$ cat src/common/spi_regs_pkg.sv
package spi_regs_pkg;

  // frame geometry, MSB first on the wire
  localparam int FRAME_BITS = 32;
  localparam int CMD_BITS   = 8;  // opcode + address
  localparam int DATA_BITS  = 24; // payload and register width
  localparam int ADDR_BITS  = 6;

  // bit counter saturates one past a full frame so long frames are caught
  localparam int CNT_MAX  = FRAME_BITS + 1;
  localparam int CNT_BITS = $clog2(CNT_MAX + 1);

  // register map
  localparam logic [ADDR_BITS-1:0] REG_LED     = 6'd7;
  localparam logic [ADDR_BITS-1:0] REG_SPI_MUX = 6'd8;
  localparam logic [ADDR_BITS-1:0] REG_4094    = 6'd9;

  // readback for anything outside the map
  localparam logic [DATA_BITS-1:0] UNMAPPED_VALUE = 24'd12345;

  // alternating pattern, handy to spot stuck LED lines at power up
  localparam logic [DATA_BITS-1:0] LED_RESET_VALUE = 24'hAA_AAAA;

  // command bits 7:6
  typedef enum logic [1:0] {
    OP_READ  = 2'd0,
    OP_WRITE = 2'd1,
    OP_SET   = 2'd2, // or data into register
    OP_CLEAR = 2'd3  // clear bits set in data
  } spi_op_e;

  // wire order, first bit received ends up in op[1]
  typedef struct packed {
    spi_op_e               op;
    logic [ADDR_BITS-1:0]  addr;
    logic [DATA_BITS-1:0]  data;
  } spi_frame_t;

  // the register bank as seen from the board
  typedef struct packed {
    logic [DATA_BITS-1:0] led;
    logic [DATA_BITS-1:0] spi_mux; // selects the active downstream spi device
    logic [DATA_BITS-1:0] sr_4094; // 4094 shift register state
  } reg_file_t;

endpackage

$ cat src/logic/pin_sync.sv
module pin_sync (
  input  logic cs,
  input  logic rst,
  input  logic sclk,
  input  logic ss_n,
  input  logic mosi,
  output logic mosi_s,
  output logic ss_active,
  output logic sclk_rise,
  output logic sclk_fall,
  output logic ss_fall,
  output logic ss_rise
);

  logic [1:0] sclk_sync;
  logic [1:0] ss_sync;
  logic [1:0] mosi_sync;
  logic       sclk_prev; // last synchronized level, for edges
  logic       ss_prev;

  always_ff @(posedge cs)
  begin
    if (rst)
    begin
      sclk_sync <= 2'b00;
      ss_sync   <= 2'b11; // deselected while in reset
      mosi_sync <= 2'b00;
      sclk_prev <= 1'b0;
      ss_prev   <= 1'b1;
      sclk_rise <= 1'b0;
      sclk_fall <= 1'b0;
      ss_fall   <= 1'b0;
      ss_rise   <= 1'b0;
    end
    else
    begin
      sclk_sync <= {sclk_sync[0], sclk};
      ss_sync   <= {ss_sync[0], ss_n};
      mosi_sync <= {mosi_sync[0], mosi};
      sclk_prev <= sclk_sync[1];
      ss_prev   <= ss_sync[1];
      // registered edge pulses, third stage after the pin
      sclk_rise <= sclk_sync[1] & ~sclk_prev;
      sclk_fall <= ~sclk_sync[1] & sclk_prev;
      ss_fall   <= ~ss_sync[1] & ss_prev;
      ss_rise   <= ss_sync[1] & ~ss_prev;
    end
  end

  assign mosi_s    = mosi_sync[1];
  assign ss_active = ~ss_sync[1]; // active low select
endmodule

$ cat src/spi_slave/spi_frame_shifter.sv
module spi_frame_shifter (
  input  logic                                   cs,
  input  logic                                   rst,
  input  logic                                   mosi_s,
  input  logic                                   ss_active,
  input  logic                                   sclk_rise,
  input  logic                                   sclk_fall,
  input  logic                                   ss_fall,
  input  logic                                   ss_rise,
  input  logic [spi_regs_pkg::DATA_BITS-1:0]     rd_data,
  output logic                                   miso,
  output logic [spi_regs_pkg::ADDR_BITS-1:0]     rd_addr,
  output logic                                   addr_strobe,
  output spi_regs_pkg::spi_frame_t               frame,
  output logic                                   frame_done
);

  localparam logic [spi_regs_pkg::CNT_BITS-1:0] CNT_SAT =
    spi_regs_pkg::CNT_BITS'(spi_regs_pkg::CNT_MAX);
  localparam logic [spi_regs_pkg::CNT_BITS-1:0] CNT_CMD_LAST =
    spi_regs_pkg::CNT_BITS'(spi_regs_pkg::CMD_BITS - 1);
  localparam logic [spi_regs_pkg::CNT_BITS-1:0] CNT_FULL =
    spi_regs_pkg::CNT_BITS'(spi_regs_pkg::FRAME_BITS);

  logic [spi_regs_pkg::FRAME_BITS-1:0] in_sh;  // mosi shift register
  logic [spi_regs_pkg::DATA_BITS-1:0]  out_sh; // readback shift register
  logic [spi_regs_pkg::CNT_BITS-1:0]   cnt;    // rises seen this frame

  // incoming payload, cleared at frame start so stale bits never leak in
  always_ff @(posedge cs)
  begin
    if (ss_fall)
      in_sh <= '0;
    else if (ss_active && sclk_rise)
      in_sh <= {in_sh[spi_regs_pkg::FRAME_BITS-2:0], mosi_s}; // msb first
  end

  always_ff @(posedge cs)
  begin
    if (rst)
    begin
      cnt         <= '0;
      out_sh      <= '0;
      miso        <= 1'b0;
      addr_strobe <= 1'b0;
    end
    else
    begin
      addr_strobe <= 1'b0; // single cycle pulse
      if (ss_fall)
      begin
        cnt    <= '0;
        out_sh <= '0; // command byte reads back as zeros
        miso   <= 1'b0;
      end
      else if (ss_active)
      begin
        if (sclk_rise)
        begin
          if (cnt != CNT_SAT)
            cnt <= cnt + 1'b1; // saturate, long frames stay long
          // 8th bit lands this cycle, address valid next cycle
          if (cnt == CNT_CMD_LAST)
            addr_strobe <= 1'b1;
        end
        if (addr_strobe)
          out_sh <= rd_data; // bank answers combinationally
        else if (sclk_fall)
        begin
          miso   <= out_sh[spi_regs_pkg::DATA_BITS-1];
          out_sh <= {out_sh[spi_regs_pkg::DATA_BITS-2:0], 1'b0};
        end
      end
    end
  end

  // address is the low bits of the command byte once 8 bits are in
  assign rd_addr = in_sh[spi_regs_pkg::ADDR_BITS-1:0];
  assign frame   = spi_regs_pkg::spi_frame_t'(in_sh);

  // only an exact 32 bit frame gets applied
  assign frame_done = ss_rise && (cnt == CNT_FULL);

  // ss_rise is a pin event several cycles after the last rise, never near the
  // command byte
  a_done_not_strobe : assert property (@(posedge cs) disable iff (rst)
    !(frame_done && addr_strobe));

  a_cnt_bound : assert property (@(posedge cs) disable iff (rst)
    cnt <= CNT_SAT);
endmodule

$ cat src/spi_slave/reg_bank.sv
module reg_bank (
  input  logic                               cs,
  input  logic                               rst,
  input  logic [spi_regs_pkg::ADDR_BITS-1:0] rd_addr,
  output logic [spi_regs_pkg::DATA_BITS-1:0] rd_data,
  input  logic                               frame_done,
  input  spi_regs_pkg::spi_frame_t           frame,
  output spi_regs_pkg::reg_file_t            regs
);

  logic       wr_any;  // frame modifies something
  logic [2:0] wr_en;   // led, spi_mux, sr_4094

  // next register value for a given opcode
  function automatic logic [spi_regs_pkg::DATA_BITS-1:0] apply_op(
    input logic [spi_regs_pkg::DATA_BITS-1:0] cur,
    input spi_regs_pkg::spi_op_e              op,
    input logic [spi_regs_pkg::DATA_BITS-1:0] data
  );
    logic [spi_regs_pkg::DATA_BITS-1:0] nxt;
    case (op)
      spi_regs_pkg::OP_WRITE: nxt = data;
      spi_regs_pkg::OP_SET:   nxt = cur | data;
      spi_regs_pkg::OP_CLEAR: nxt = cur & ~data;
      default:                nxt = cur; // read leaves it alone
    endcase
    return nxt;
  endfunction

  // readback mux, every frame gets this regardless of opcode
  always_comb
  begin
    case (rd_addr)
      spi_regs_pkg::REG_LED:     rd_data = regs.led;
      spi_regs_pkg::REG_SPI_MUX: rd_data = regs.spi_mux;
      spi_regs_pkg::REG_4094:    rd_data = regs.sr_4094;
      default:                   rd_data = spi_regs_pkg::UNMAPPED_VALUE;
    endcase
  end

  assign wr_any   = frame_done && (frame.op != spi_regs_pkg::OP_READ);
  assign wr_en[0] = wr_any && (frame.addr == spi_regs_pkg::REG_LED);
  assign wr_en[1] = wr_any && (frame.addr == spi_regs_pkg::REG_SPI_MUX);
  assign wr_en[2] = wr_any && (frame.addr == spi_regs_pkg::REG_4094);
  // unmapped address, no enable, frame dropped

  always_ff @(posedge cs)
  begin
    if (rst)
    begin
      regs.led     <= spi_regs_pkg::LED_RESET_VALUE;
      regs.spi_mux <= '0; // no downstream device selected
      regs.sr_4094 <= '0;
    end
    else
    begin
      if (wr_en[0])
        regs.led <= apply_op(regs.led, frame.op, frame.data);
      if (wr_en[1])
        regs.spi_mux <= apply_op(regs.spi_mux, frame.op, frame.data);
      if (wr_en[2])
        regs.sr_4094 <= apply_op(regs.sr_4094, frame.op, frame.data);
    end
  end

  a_one_target : assert property (@(posedge cs) disable iff (rst)
    $onehot0(wr_en));
endmodule

$ cat src/logic/spi_reg_top.sv
module spi_reg_top (
  input  logic                    cs,
  input  logic                    rst,
  input  logic                    sclk,
  input  logic                    ss_n,
  input  logic                    mosi,
  output logic                    miso,
  output spi_regs_pkg::reg_file_t regs
);

  logic                               mosi_s;
  logic                               ss_active;
  logic                               sclk_rise;
  logic                               sclk_fall;
  logic                               ss_fall;
  logic                               ss_rise;
  logic [spi_regs_pkg::ADDR_BITS-1:0] rd_addr;
  logic [spi_regs_pkg::DATA_BITS-1:0] rd_data;
  logic                               addr_strobe;
  logic                               frame_done;
  spi_regs_pkg::spi_frame_t           frame;

  // spi pins into the system clock domain
  pin_sync u_pin_sync (
    .cs        (cs),
    .rst       (rst),
    .sclk      (sclk),
    .ss_n      (ss_n),
    .mosi      (mosi),
    .mosi_s    (mosi_s),
    .ss_active (ss_active),
    .sclk_rise (sclk_rise),
    .sclk_fall (sclk_fall),
    .ss_fall   (ss_fall),
    .ss_rise   (ss_rise)
  );

  spi_frame_shifter u_shifter (
    .cs          (cs),
    .rst         (rst),
    .mosi_s      (mosi_s),
    .ss_active   (ss_active),
    .sclk_rise   (sclk_rise),
    .sclk_fall   (sclk_fall),
    .ss_fall     (ss_fall),
    .ss_rise     (ss_rise),
    .rd_data     (rd_data),
    .miso        (miso),
    .rd_addr     (rd_addr),
    .addr_strobe (addr_strobe),
    .frame       (frame),
    .frame_done  (frame_done)
  );

  reg_bank u_reg_bank (
    .cs         (cs),
    .rst        (rst),
    .rd_addr    (rd_addr),
    .rd_data    (rd_data),
    .frame_done (frame_done),
    .frame      (frame),
    .regs       (regs)
  );
endmodule

$ cat config.mk
export PLATFORM = sky130hd
export DESIGN_NAME = spi_reg_top
export DESIGN_NICKNAME = d
export VERILOG_FILES = /design/src/common/spi_regs_pkg.sv /design/src/logic/pin_sync.sv /design/src/spi_slave/spi_frame_shifter.sv /design/src/spi_slave/reg_bank.sv /design/src/logic/spi_reg_top.sv
export SDC_FILE = /design/constraint.sdc
export NUM_CORES = 1
export LEC_CHECK = 0
export ABC_AREA = 1
export BUFFER_PORTS_ARGS = -buffer_cell sky130_fd_sc_hd__buf_2
export CORE_MARGIN = 1.5
export CORE_UTILIZATION = 53
export DETAILED_ROUTE_END_ITERATION = 8
export GPL_TIMING_DRIVEN = 1
export PLACE_DENSITY_LB_ADDON = 0.1
export SLEW_MARGIN = 10
export SYNTH_ARGS = -nofsm -noshare
export SYNTH_HDL_FRONTEND = slang
export SYNTH_SLANG_ARGS = --single-unit
$ cat constraint.sdc
create_clock -name cs -period 1.4 [get_ports cs]
set_input_delay 0.28 -clock cs [delete_from_list [all_inputs] [get_ports cs]]
set_output_delay 0.28 -clock cs [all_outputs]
set_load 0.005 [all_outputs]
# Word level (Yosys, flattened, before mapping)
# Index checks and enable logic that the tools add are counted.
# totals
ff_bits	148
ram_bits	0
latch_bits	0
output_inout_bits	73
input_bits	5
word_cells	71
rom_bits	0
memories	0
# op_classes
mul	0
div	0
n_eq_ne	12
shift	0
n_addsub	1
magnitude_cmp	0
bitwise	17
n_reduce_logical	17
muxes	7
# ops
cell	n
$pmux W24 S3	4
$and A24 B24 Y24	3
$or A24 B24 Y24	3
$mux W24	2
$eq A6 B4 Y1 const B	4
$not A24 Y24	1
$eq A6 B3 Y1 const B	3
$reduce_and A2 Y1	4
$add A6 B1 Y6 const B	1
$eq A6 B6 Y1 const B	1
$logic_and A1 B1 Y1	6
$ne A6 B6 Y1 const B	1
$not A1 Y1	6
$reduce_and A3 Y1	2
$and A1 B1 Y1	4
$eq A2 B2 Y1 const B	2
$reduce_bool A2 Y1	2
$reduce_or A4 Y1	1
$reduce_bool A3 Y1	1
$eq A2 B1 Y1 const B	1
$reduce_or A2 Y1	1
$mux W1	1

# Depth between registers and ports, before layout
# Gate-level depths: netlist (run 1).
# depth
depth_word	5
depth_mapped	11
depth_no_buf	10

# By module
# Synthesis (run 1) repeated with hierarchy kept, for this count alone.
# unflattened
hier_cells	1129
area_unflattened_um2	7467.2
# by_module_without_submodules
module	area_per_inst_um2	seq_area_each_um2	cells_each	instances
reg_bank	4370.4	1441.4	749	1
spi_frame_shifter	2766.4	1281.2	346	1
pin_sync	330.3	240.2	34	1

# Least setup slack after synthesis (run 1)
# Ideal clock, no wire load.
# synth_timing
path_type	reg2reg
startpoint	register u_shifter.cnt[0] (netlist bit)
endpoint	register, netlist name u_reg_bank.regs[64]
n_path_buf	1
arrival_time_ns	1.376
setup_ns	0.071
required_time_ns	1.329
setup_slack_ns	-0.047
stages_incl_launch_ff	11
synth_period_minus_slack_ns	1.447
path_cell_list	dfxtp_1 -> inv_1 -> ha_1 -> nand2_1 -> nor2_1 -> nand2_2 -> inv_2 -> nand2_2 -> clkbuf_1 -> o21ai_0 -> a21oi_1
# synth_via
elab_chain_cells	5
# synth_rtl
element	line	source
start: declaration	spi_frame_shifter.sv:27	logic [spi_regs_pkg::CNT_BITS-1:0] cnt;
start signal: assignment	spi_frame_shifter.sv:61	cnt <= cnt + 1'b1;
$eq A6 B6 Y1	spi_frame_shifter.sv:82	assign frame_done = ss_rise && (cnt == CNT_FULL);
$logic_and A1 B1 Y1	spi_frame_shifter.sv:82	
$logic_and A1 B1 Y1	reg_bank.sv:41	assign wr_any = frame_done && (frame.op != spi_regs_pkg::OP_READ);
$logic_and A1 B1 Y1	reg_bank.sv:42	assign wr_en[0] = wr_any && (frame.addr == spi_regs_pkg::REG_LED);
$reduce_and A2 Y1 (no line)	--	
# Every way passes these cells.
# A chain may end at the register's enable or synchronous reset.

# Worst setup path in the final report (run 1)
# layout_timing
startpoint	register u_shifter.in_sh, in the netlist u_shifter.frame[29]
endpoint	register, netlist name u_reg_bank.regs[58]
# layout_via
elab_chain_cells	3
# layout_rtl
element	line	source
start: declaration	spi_frame_shifter.sv:25	logic [spi_regs_pkg::FRAME_BITS-1:0] in_sh;
start signal: assignment	spi_frame_shifter.sv:35	in_sh <= {in_sh[spi_regs_pkg::FRAME_BITS-2:0], mosi_s};
$eq A6 B3 Y1	reg_bank.sv:42	
$logic_and A1 B1 Y1	reg_bank.sv:42	
$reduce_and A2 Y1 (no line)	--	
# Every way passes these cells.

==> results of run 1 <==
-- worst max path at each step --
stage	start	end	cells past startpoint
3_5_place_dp	u_shifter.cnt[0]	u_reg_bank.regs[48]	11
3_3_place_gp	u_shifter.frame[28]	u_reg_bank.regs[22]	7
4_1_cts	u_shifter.cnt[0]	u_reg_bank.regs[68]	11
5_1_grt	u_shifter.cnt[1]	u_reg_bank.regs[37]	11
6_report	u_shifter.frame[29]	u_reg_bank.regs[58]	7
2_1_floorplan	u_shifter.cnt[0]	u_reg_bank.regs[28]	11
-- power by group --
group	internal [mW]	total (mW)	switching (mW)
combinational	0.589	1.66	1.08
clock	3.15	4.96	1.81
sequential	4.38	4.61	0.224
total	8.12	11.2	3.10
-- cell families after synthesis --
family	after synthesis
AOI/OAI and AO/OA	275
DFF	148
xor gates and xnor gates	2
adders and majority gates	3
and+or+nand+nor	480
buffers and inverters	126
-- timing repair --
action / CTS / global route
gates resized for setup: 38 / 189
setup buffers: 1 / 4
pin swaps: 4 / 78
endpoints found under the setup margin: 72 / 102
gates cloned: 2 / 12
-- cells in the final DEF (no fill, tap or decap), types with 5 or more instances in the layout --
master	synthesis	routed
nand2_1	204	162
a21oi_2	0	24
buf_2	15	77
inv_2	12	10
nand3_4	1	8
o21bai_1	5	5
nor2_1	53	49
dfxtp_1	148	141
clkbuf_16	0	26
nand2_4	0	27
buf_6	3	8
a21oi_1	139	115
o21ai_0	124	99
dfxtp_2	0	6
buf_12	0	15
o21ai_2	0	11
buf_4	14	58
nand2_2	3	17
o21ai_1	7	21
inv_1	44	41
nor2_4	4	6
nand3_2	1	39
nand3_1	199	154
-- registers in the layout, indices dropped and copies added (netlist names), 2 cells and up --
signal	count
u_pin_sync.sclk_sync	2
u_shifter.frame	32
u_pin_sync.mosi_sync	2
u_shifter.cnt	6
u_pin_sync.ss_sync	2
u_shifter.out_sh	24
u_reg_bank.regs	72
-- layer usage --
metal  track usage  up-vias  part of all wire
met5             0        -                 0
met1         0.399     3742              0.40
met3        0.0627      103             0.086
met2         0.499      394              0.47
li1              -     3750                 -
met4         0.160        0             0.047
-- synth_stat cells, types with 4 or more instances --
library cell  number
o21ai_0          124
inv_1             44
a21oi_1          139
o21bai_1           5
nor2_4             4
buf_4             14
dfxtp_1          148
clkbuf_1          37
o21ai_1            7
nand2_1          204
buf_2             15
nand3_1          199
nor2_1            53
inv_2             12
nor3_1             4
-- final cells by class --
class / count / area, µm²
inverters: 56 / 240
repair buffers: 170 / 1510
flip-flops and latches: 148 / 2970
multi-input cells: 760 / 4340
well taps: 176 / 220
clock inverters: 9 / 150
clock buffers: 22 / 484
fillers: 985 / 3270
==> results by group, run 1 <==
Logic synthesis
  – Main synth FF type: dfxtp_1
  – Compound-Gate Fraction of Synth Area: 0.194
  – Post-synth top area share: 0.414
  – Ys Warns: 0
  – Post-synthesis sequential area ratio: 0.414
  – Netlist cell types: 28
  – Synth area leader: dfxtp_1
  – XOR/XNOR Fraction of Synth Area: 0.00245
  – Asr flop ratio synth: 0
  – EDFF count, synth: 0
  – Adder-cell share of the synthesized area: 0.00524
  – Largest family of logic cells by synthesized area: simple AND/OR/NAND/NOR gates
  – Flops & latches, synth: 148
  – Multiplexer share of the synthesized area: 0
  – Avg Cell Area, Syn: 6.93 µm²
  – Simple-Gate Fraction of Synth Area: 0.306
  – Post-Syn Instances: 1034
  – Ranking of synthesized cells by area: dfxtp_1, nand3_1, nand2_1
  – Post-synthesis net count: 1042
  – Post-Synthesis Cell Area: 7160 µm²

Pwr
  – Total power: 11.2 mW
  – Power Dens Cells: 1130 nW/µm²
  – VDD IR-drop max: 0.730 mV
  – Leak pwr: 4.43 nW

Critical path
  – CP startpoint kind: register
  – WP data required: 1760 ps
  – Critical R2R Launch: u_shifter.frame[29]
  – Reg2reg setup slack: -210 ps
  – Crit-path max cell delay: 310 ps
  – Crit end category: register
  – Crit-path cells: or2_4 > nor3_4 > nand2_8 > clkinv_8 > clkbuf_16 > nand3_1 > a21oi_1
  – Delay-heaviest family, CP: simple AND/OR/NAND/NOR gates
  – R2r endpoint: u_reg_bank.regs[58]
  – Crit-path max FO: 6
  – WP data arrival: 1970 ps
  – Kind of critical path: register to register
  – CP Buf/Inv Count: 2
  – Cells on worst reg2reg path: 7
  – Slowest-stage cell, CP: dfxtp_1

Global route
  – Number of global-route vias before repair: 6968
  – GRT Total Usage: 0.312
  – Largest net degree at the start of global routing: 41
  – Total grt overflow: 0
  – First-pass GRT wire length: 35000 µm
  – Antenna violations before repair: 0

Clock tree
  – Hold-fix buffers, CTS: 0
  – CTS Root Cell: clkbuf_16
  – Clock Tree Buf Depth: 2
  – CTS tree: built
  – TritonCTS buffer count: 17
  – Clock Latency Late Sink: 440 ps
  – Clk sinks: 148
  – H-tree levels: 4
  – Clk slew on worst S/H paths: 60 ps

Detailed routing
  – DRC violations left: 0
  – Initial DRC count: 655
  – Post-DR vias/cell: 5.96
  – Drt pass-1 iters: 8
  – Via count: 7989
  – Total Routed Length: 24900 µm
  – DR WL/cell: 18.5 µm
  – Routed Antenna Nets: 0

Timing
  – Max frequency: 622 MHz
  – RSZ-0062 raised after global routing: yes
  – Tmin final: 1610 ps
  – WHS: 30.7 ps
  – Tightest Pin Transition: 363 ps
  – Final setup fails: 94
  – Rel. slew slack: 0.755
  – Setup_tns: -9860 ps
  – Final hold viol count: 0
  – Worst Skew: 10.7 ps
  – Final Slew Violations: 0
  – Worst setup margin: -208 ps
  – Fin crit share: 1.15

Min path
  – WHS Path Cells: 2
  – Hold endpoint: u_pin_sync.ss_sync[0]
  – Hold wc startpoint: ss_n
  – HP Class: primary input to register

Placed design
  – Final Wtd Congestion: 0.841
  – Dpl cell area: 8160 µm²
  – Hpwl dp: 14100 µm
  – Placed Instances: 1291
  – PortBufs: 77
  – Pre-CTS setup slack: -102 ps

Layout
  – Share of cells above drive strength 1: 0.316
  – Fin area: 9920 µm²
  – Antenna Cells: 0
  – P&R area growth vs syn: 38.5%
  – Final non-filler cell total: 1341
  – Utilization after layout: 0.752
  – Final nets: 1161

Floorplan
  – Core Region: 13200 µm²
  – Die area: 14200 µm²
  – Initial Util: 0.543
  – Ports: 78
  – Die height: 119 µm
  – Site Rows: 42
  – Die X: 119 µm

Job
  – Max_cap viols: 0

Run status
  – Status: finished, violations left
  – Violated checks: negative setup slack
Power figures use the tool's default switching activity.
==> run 2: changes to the inputs <==
--- a/config.mk
+++ b/config.mk
@@ -7,8 +7,8 @@
 export LEC_CHECK = 0
 export ABC_AREA = 1
 export BUFFER_PORTS_ARGS = -buffer_cell sky130_fd_sc_hd__buf_2
-export CORE_MARGIN = 1.5
-export CORE_UTILIZATION = 53
+export CORE_MARGIN = 4
+export CORE_UTILIZATION = 55
 export DETAILED_ROUTE_END_ITERATION = 8
 export GPL_TIMING_DRIVEN = 1
 export PLACE_DENSITY_LB_ADDON = 0.1
==> constraint.sdc (replaced) <==
create_clock -name cs -period 1.8 [get_ports cs]
set_input_delay 0.36 -clock cs [delete_from_list [all_inputs] [get_ports cs]]
set_output_delay 0.36 -clock cs [all_outputs]
set_load 0.005 [all_outputs]
==> run 2 against run 1 <==
Against the previous run:
- global-route usage shrank 1.9 points
- die area grew 4.9%
- final area fell by 15%
- sequential cell count is the same
- largest cell class unchanged
- sequential share of layout area up 5.3 points
- wire length is 15% lower
- total power decreased by 26%
- first-iteration DRC count fell by 18%
- register-to-register slack better by 370 ps
- the flow now finishes without violations
- via count shrank 7.3%
- utilization shrank 8.8 points
- clock-buffer cell count is 4 lower
==> results by group, run 2 (synthesis results as in run 1) <==
Clock tree
  – Clk slew on worst S/H paths: 60 ps (about the same)
  – H-tree levels: 4 (unchanged)
  – Clock Tree Buf Depth: 2 (unchanged)
  – Clock Latency Late Sink: 420 ps (-20 ps)
  – Clk sinks: 148 (unchanged)
  – TritonCTS buffer count: 17 (unchanged)
  – CTS Root Cell: clkbuf_16
  – Hold-fix buffers, CTS: 0 (unchanged)
  – CTS tree: built

Layout
  – Biggest register: u_reg_bank.regs
  – Fin area: 8410 µm² (-15%)
  – Commonest non-fill, non-tap cell in the layout: nand2_1
  – Antenna Cells: 0 (unchanged)
  – Most frequent cells in the layout: nand2_1, nand3_1, dfxtp_1
  – Share of cells above drive strength 1: 0.162 (-0.154)
  – Final non-filler cell total: 1286 (-4.1%)
  – P&R area growth vs syn: 17.4%
  – Max reg flops: 72 (unchanged)
  – Final nets: 1109 (-4.5%)
  – Utilization after layout: 0.663 (-0.0885)

Floorplan
  – Die X: 122 µm (+2.4%)
  – Die area: 14900 µm² (+4.9%)
  – Ports: 78 (unchanged)
  – Initial Util: 0.565 (+0.0223)
  – Site Rows: 41 (-2.4%)
  – Core Region: 12700 µm² (-3.9%)
  – Die height: 122 µm (+2.4%)

Critical path
  – Critical R2R Launch: u_shifter.frame[3]
  – WP data arrival: 2000 ps (+30 ps)
  – Delay-heaviest family, CP: simple AND/OR/NAND/NOR gates
  – Reg2reg setup slack: 160 ps (+370 ps)
  – Crit-path cells: inv_2 > nor2_4 > nand3_4 > nor2_8 > buf_4 > nand2_1 > nand3_1 > nand2_1 > a21oi_1
  – WP data required: 2150 ps (+390 ps)
  – Crit end category: register
  – CP startpoint kind: register
  – CP Buf/Inv Count: 2 (unchanged)
  – Crit-path max FO: 11 (+5)
  – Worst path most repeated cell: nand2_1
  – R2r endpoint: u_shifter.out_sh[17]
  – Crit-path max cell delay: 460 ps (+150 ps)
  – Slowest-stage cell, CP: dfxtp_1
  – Cells on worst reg2reg path: 9 (+2)
  – Kind of critical path: register to register

Global route
  – First-pass GRT wire length: 34600 µm (-1.1%)
  – Antenna violations before repair: 0 (unchanged)
  – Total grt overflow: 0 (unchanged)
  – GRT Total Usage: 0.293 (-0.0190)
  – Number of global-route vias before repair: 6866 (-1.5%)
  – Largest net degree at the start of global routing: 36 (-12%)

Pwr
  – Total power: 8.29 mW (-26%)
  – Leak pwr: 3.48 nW (-21%)
  – Power Dens Cells: 986 nW/µm² (-13%)
  – VDD IR-drop max: 0.602 mV (-18%)

Job
  – Max_cap viols: 0 (unchanged)

Min path
  – HP Class: primary input to register
  – WHS Path Cells: 2 (unchanged)
  – Hold wc startpoint: ss_n
  – Hold endpoint: u_pin_sync.ss_sync[0]

Timing
  – Rel. slew slack: 0.640 (-0.115)
  – Final setup fails: 0 (-100%)
  – Worst Skew: 5.78 ps (-4.88 ps)
  – Final Slew Violations: 0 (unchanged)
  – Final hold viol count: 0 (unchanged)
  – Tmin final: 1640 ps (+33.7 ps)
  – Setup_tns: 0 ps (+9860 ps)
  – Max frequency: 609 MHz (-2.1%)
  – Tightest Pin Transition: 538 ps (+175 ps)
  – Fin crit share: 0.912 (-0.236)

Detailed routing
  – Drt pass-1 iters: 5 (-3)
  – DR WL/cell: 16.4 µm (-11%)
  – Initial DRC count: 540 (-18%)
  – Met3 wire length: 1430 µm (-33%)
  – Post-DR vias/cell: 5.76 (-3.4%)
  – Total Routed Length: 21100 µm (-15%)
  – Routed Antenna Nets: 0 (unchanged)
  – Max layer used: met4
  – Via count: 7402 (-7.3%)
  – Met2 routed WL: 10100 µm (-13%)
  – Metal-1 WL: 9040 µm (-9.0%)
  – DRC violations left: 0 (unchanged)

Placed design
  – Placed Instances: 1249 (-3.3%)
  – Hpwl dp: 13600 µm (-4.1%)
  – PortBufs: 77 (unchanged)
  – Final Wtd Congestion: 0.858 (+2.0%)
  – Dpl cell area: 7710 µm² (-5.4%)

Run status
  – Status: finished, final reports clean
## run 2: cell type report
type,instances,area [µm²]
Clock buffer,18,439
Clock inverter,14,185
Fill cell,1195,4260
Inverter,56,213
Multi-Input combinational cell,760,3640
Sequential cell,148,2960
Tap cell,172,215
Timing Repair Buffer,118,756
## run 2: stage by stage
step	hold slack (ps)	setup slack, ps
final	114	158
after CTS	102	125
after global routing	104	-1.55
after global placement	392	207
after detailed placement	397	161
after floorplan	388	353
## run 2: worst max-delay path by stage
stage                                   from              endpoint  slack [ps]  cells past startpoint
after floorplan             u_shifter.cnt[0]   u_reg_bank.regs[64]         350                     10
after global placement    u_shifter.frame[3]  u_shifter.out_sh[10]         210                      8
after detailed placement  u_shifter.frame[5]  u_shifter.out_sh[12]         160                      7
after CTS                 u_shifter.frame[5]   u_shifter.out_sh[3]         120                      7
after global routing      u_shifter.frame[3]  u_shifter.out_sh[15]          -2                      9
final                     u_shifter.frame[3]  u_shifter.out_sh[17]         160                      9
## run 2: power breakdown
part / switching, mW / internal (mW)
Clock: 1.39 / 2.34
Combinational: 0.662 / 0.317
Sequential: 0.175 / 3.40
## run 2: layer usage
| metal | GRT usage | up-vias |
|---|---|---|
| met3 | 0.0590 | 55 |
| met2 | 0.494 | 277 |
| met5 | 0 | - |
| met4 | 0.126 | 0 |
| li1 | - | 3635 |
| met1 | 0.364 | 3435 |
## run 2: what timing repair did
action,CTS,global route
resized for setup,0,3
setup buffers,0,5
endpoints found under the hold margin,0,0
setup endpoints to repair,0,24
## run 2: worst register-to-register path: stages, from the launching register on
cell,delay [ps]
dfxtp_1,460
inv_2,120
nor2_4,120
nand3_4,150
nor2_8,160
buf_4,220
nand2_1,80
nand3_1,80
nand2_1,60
a21oi_1,120
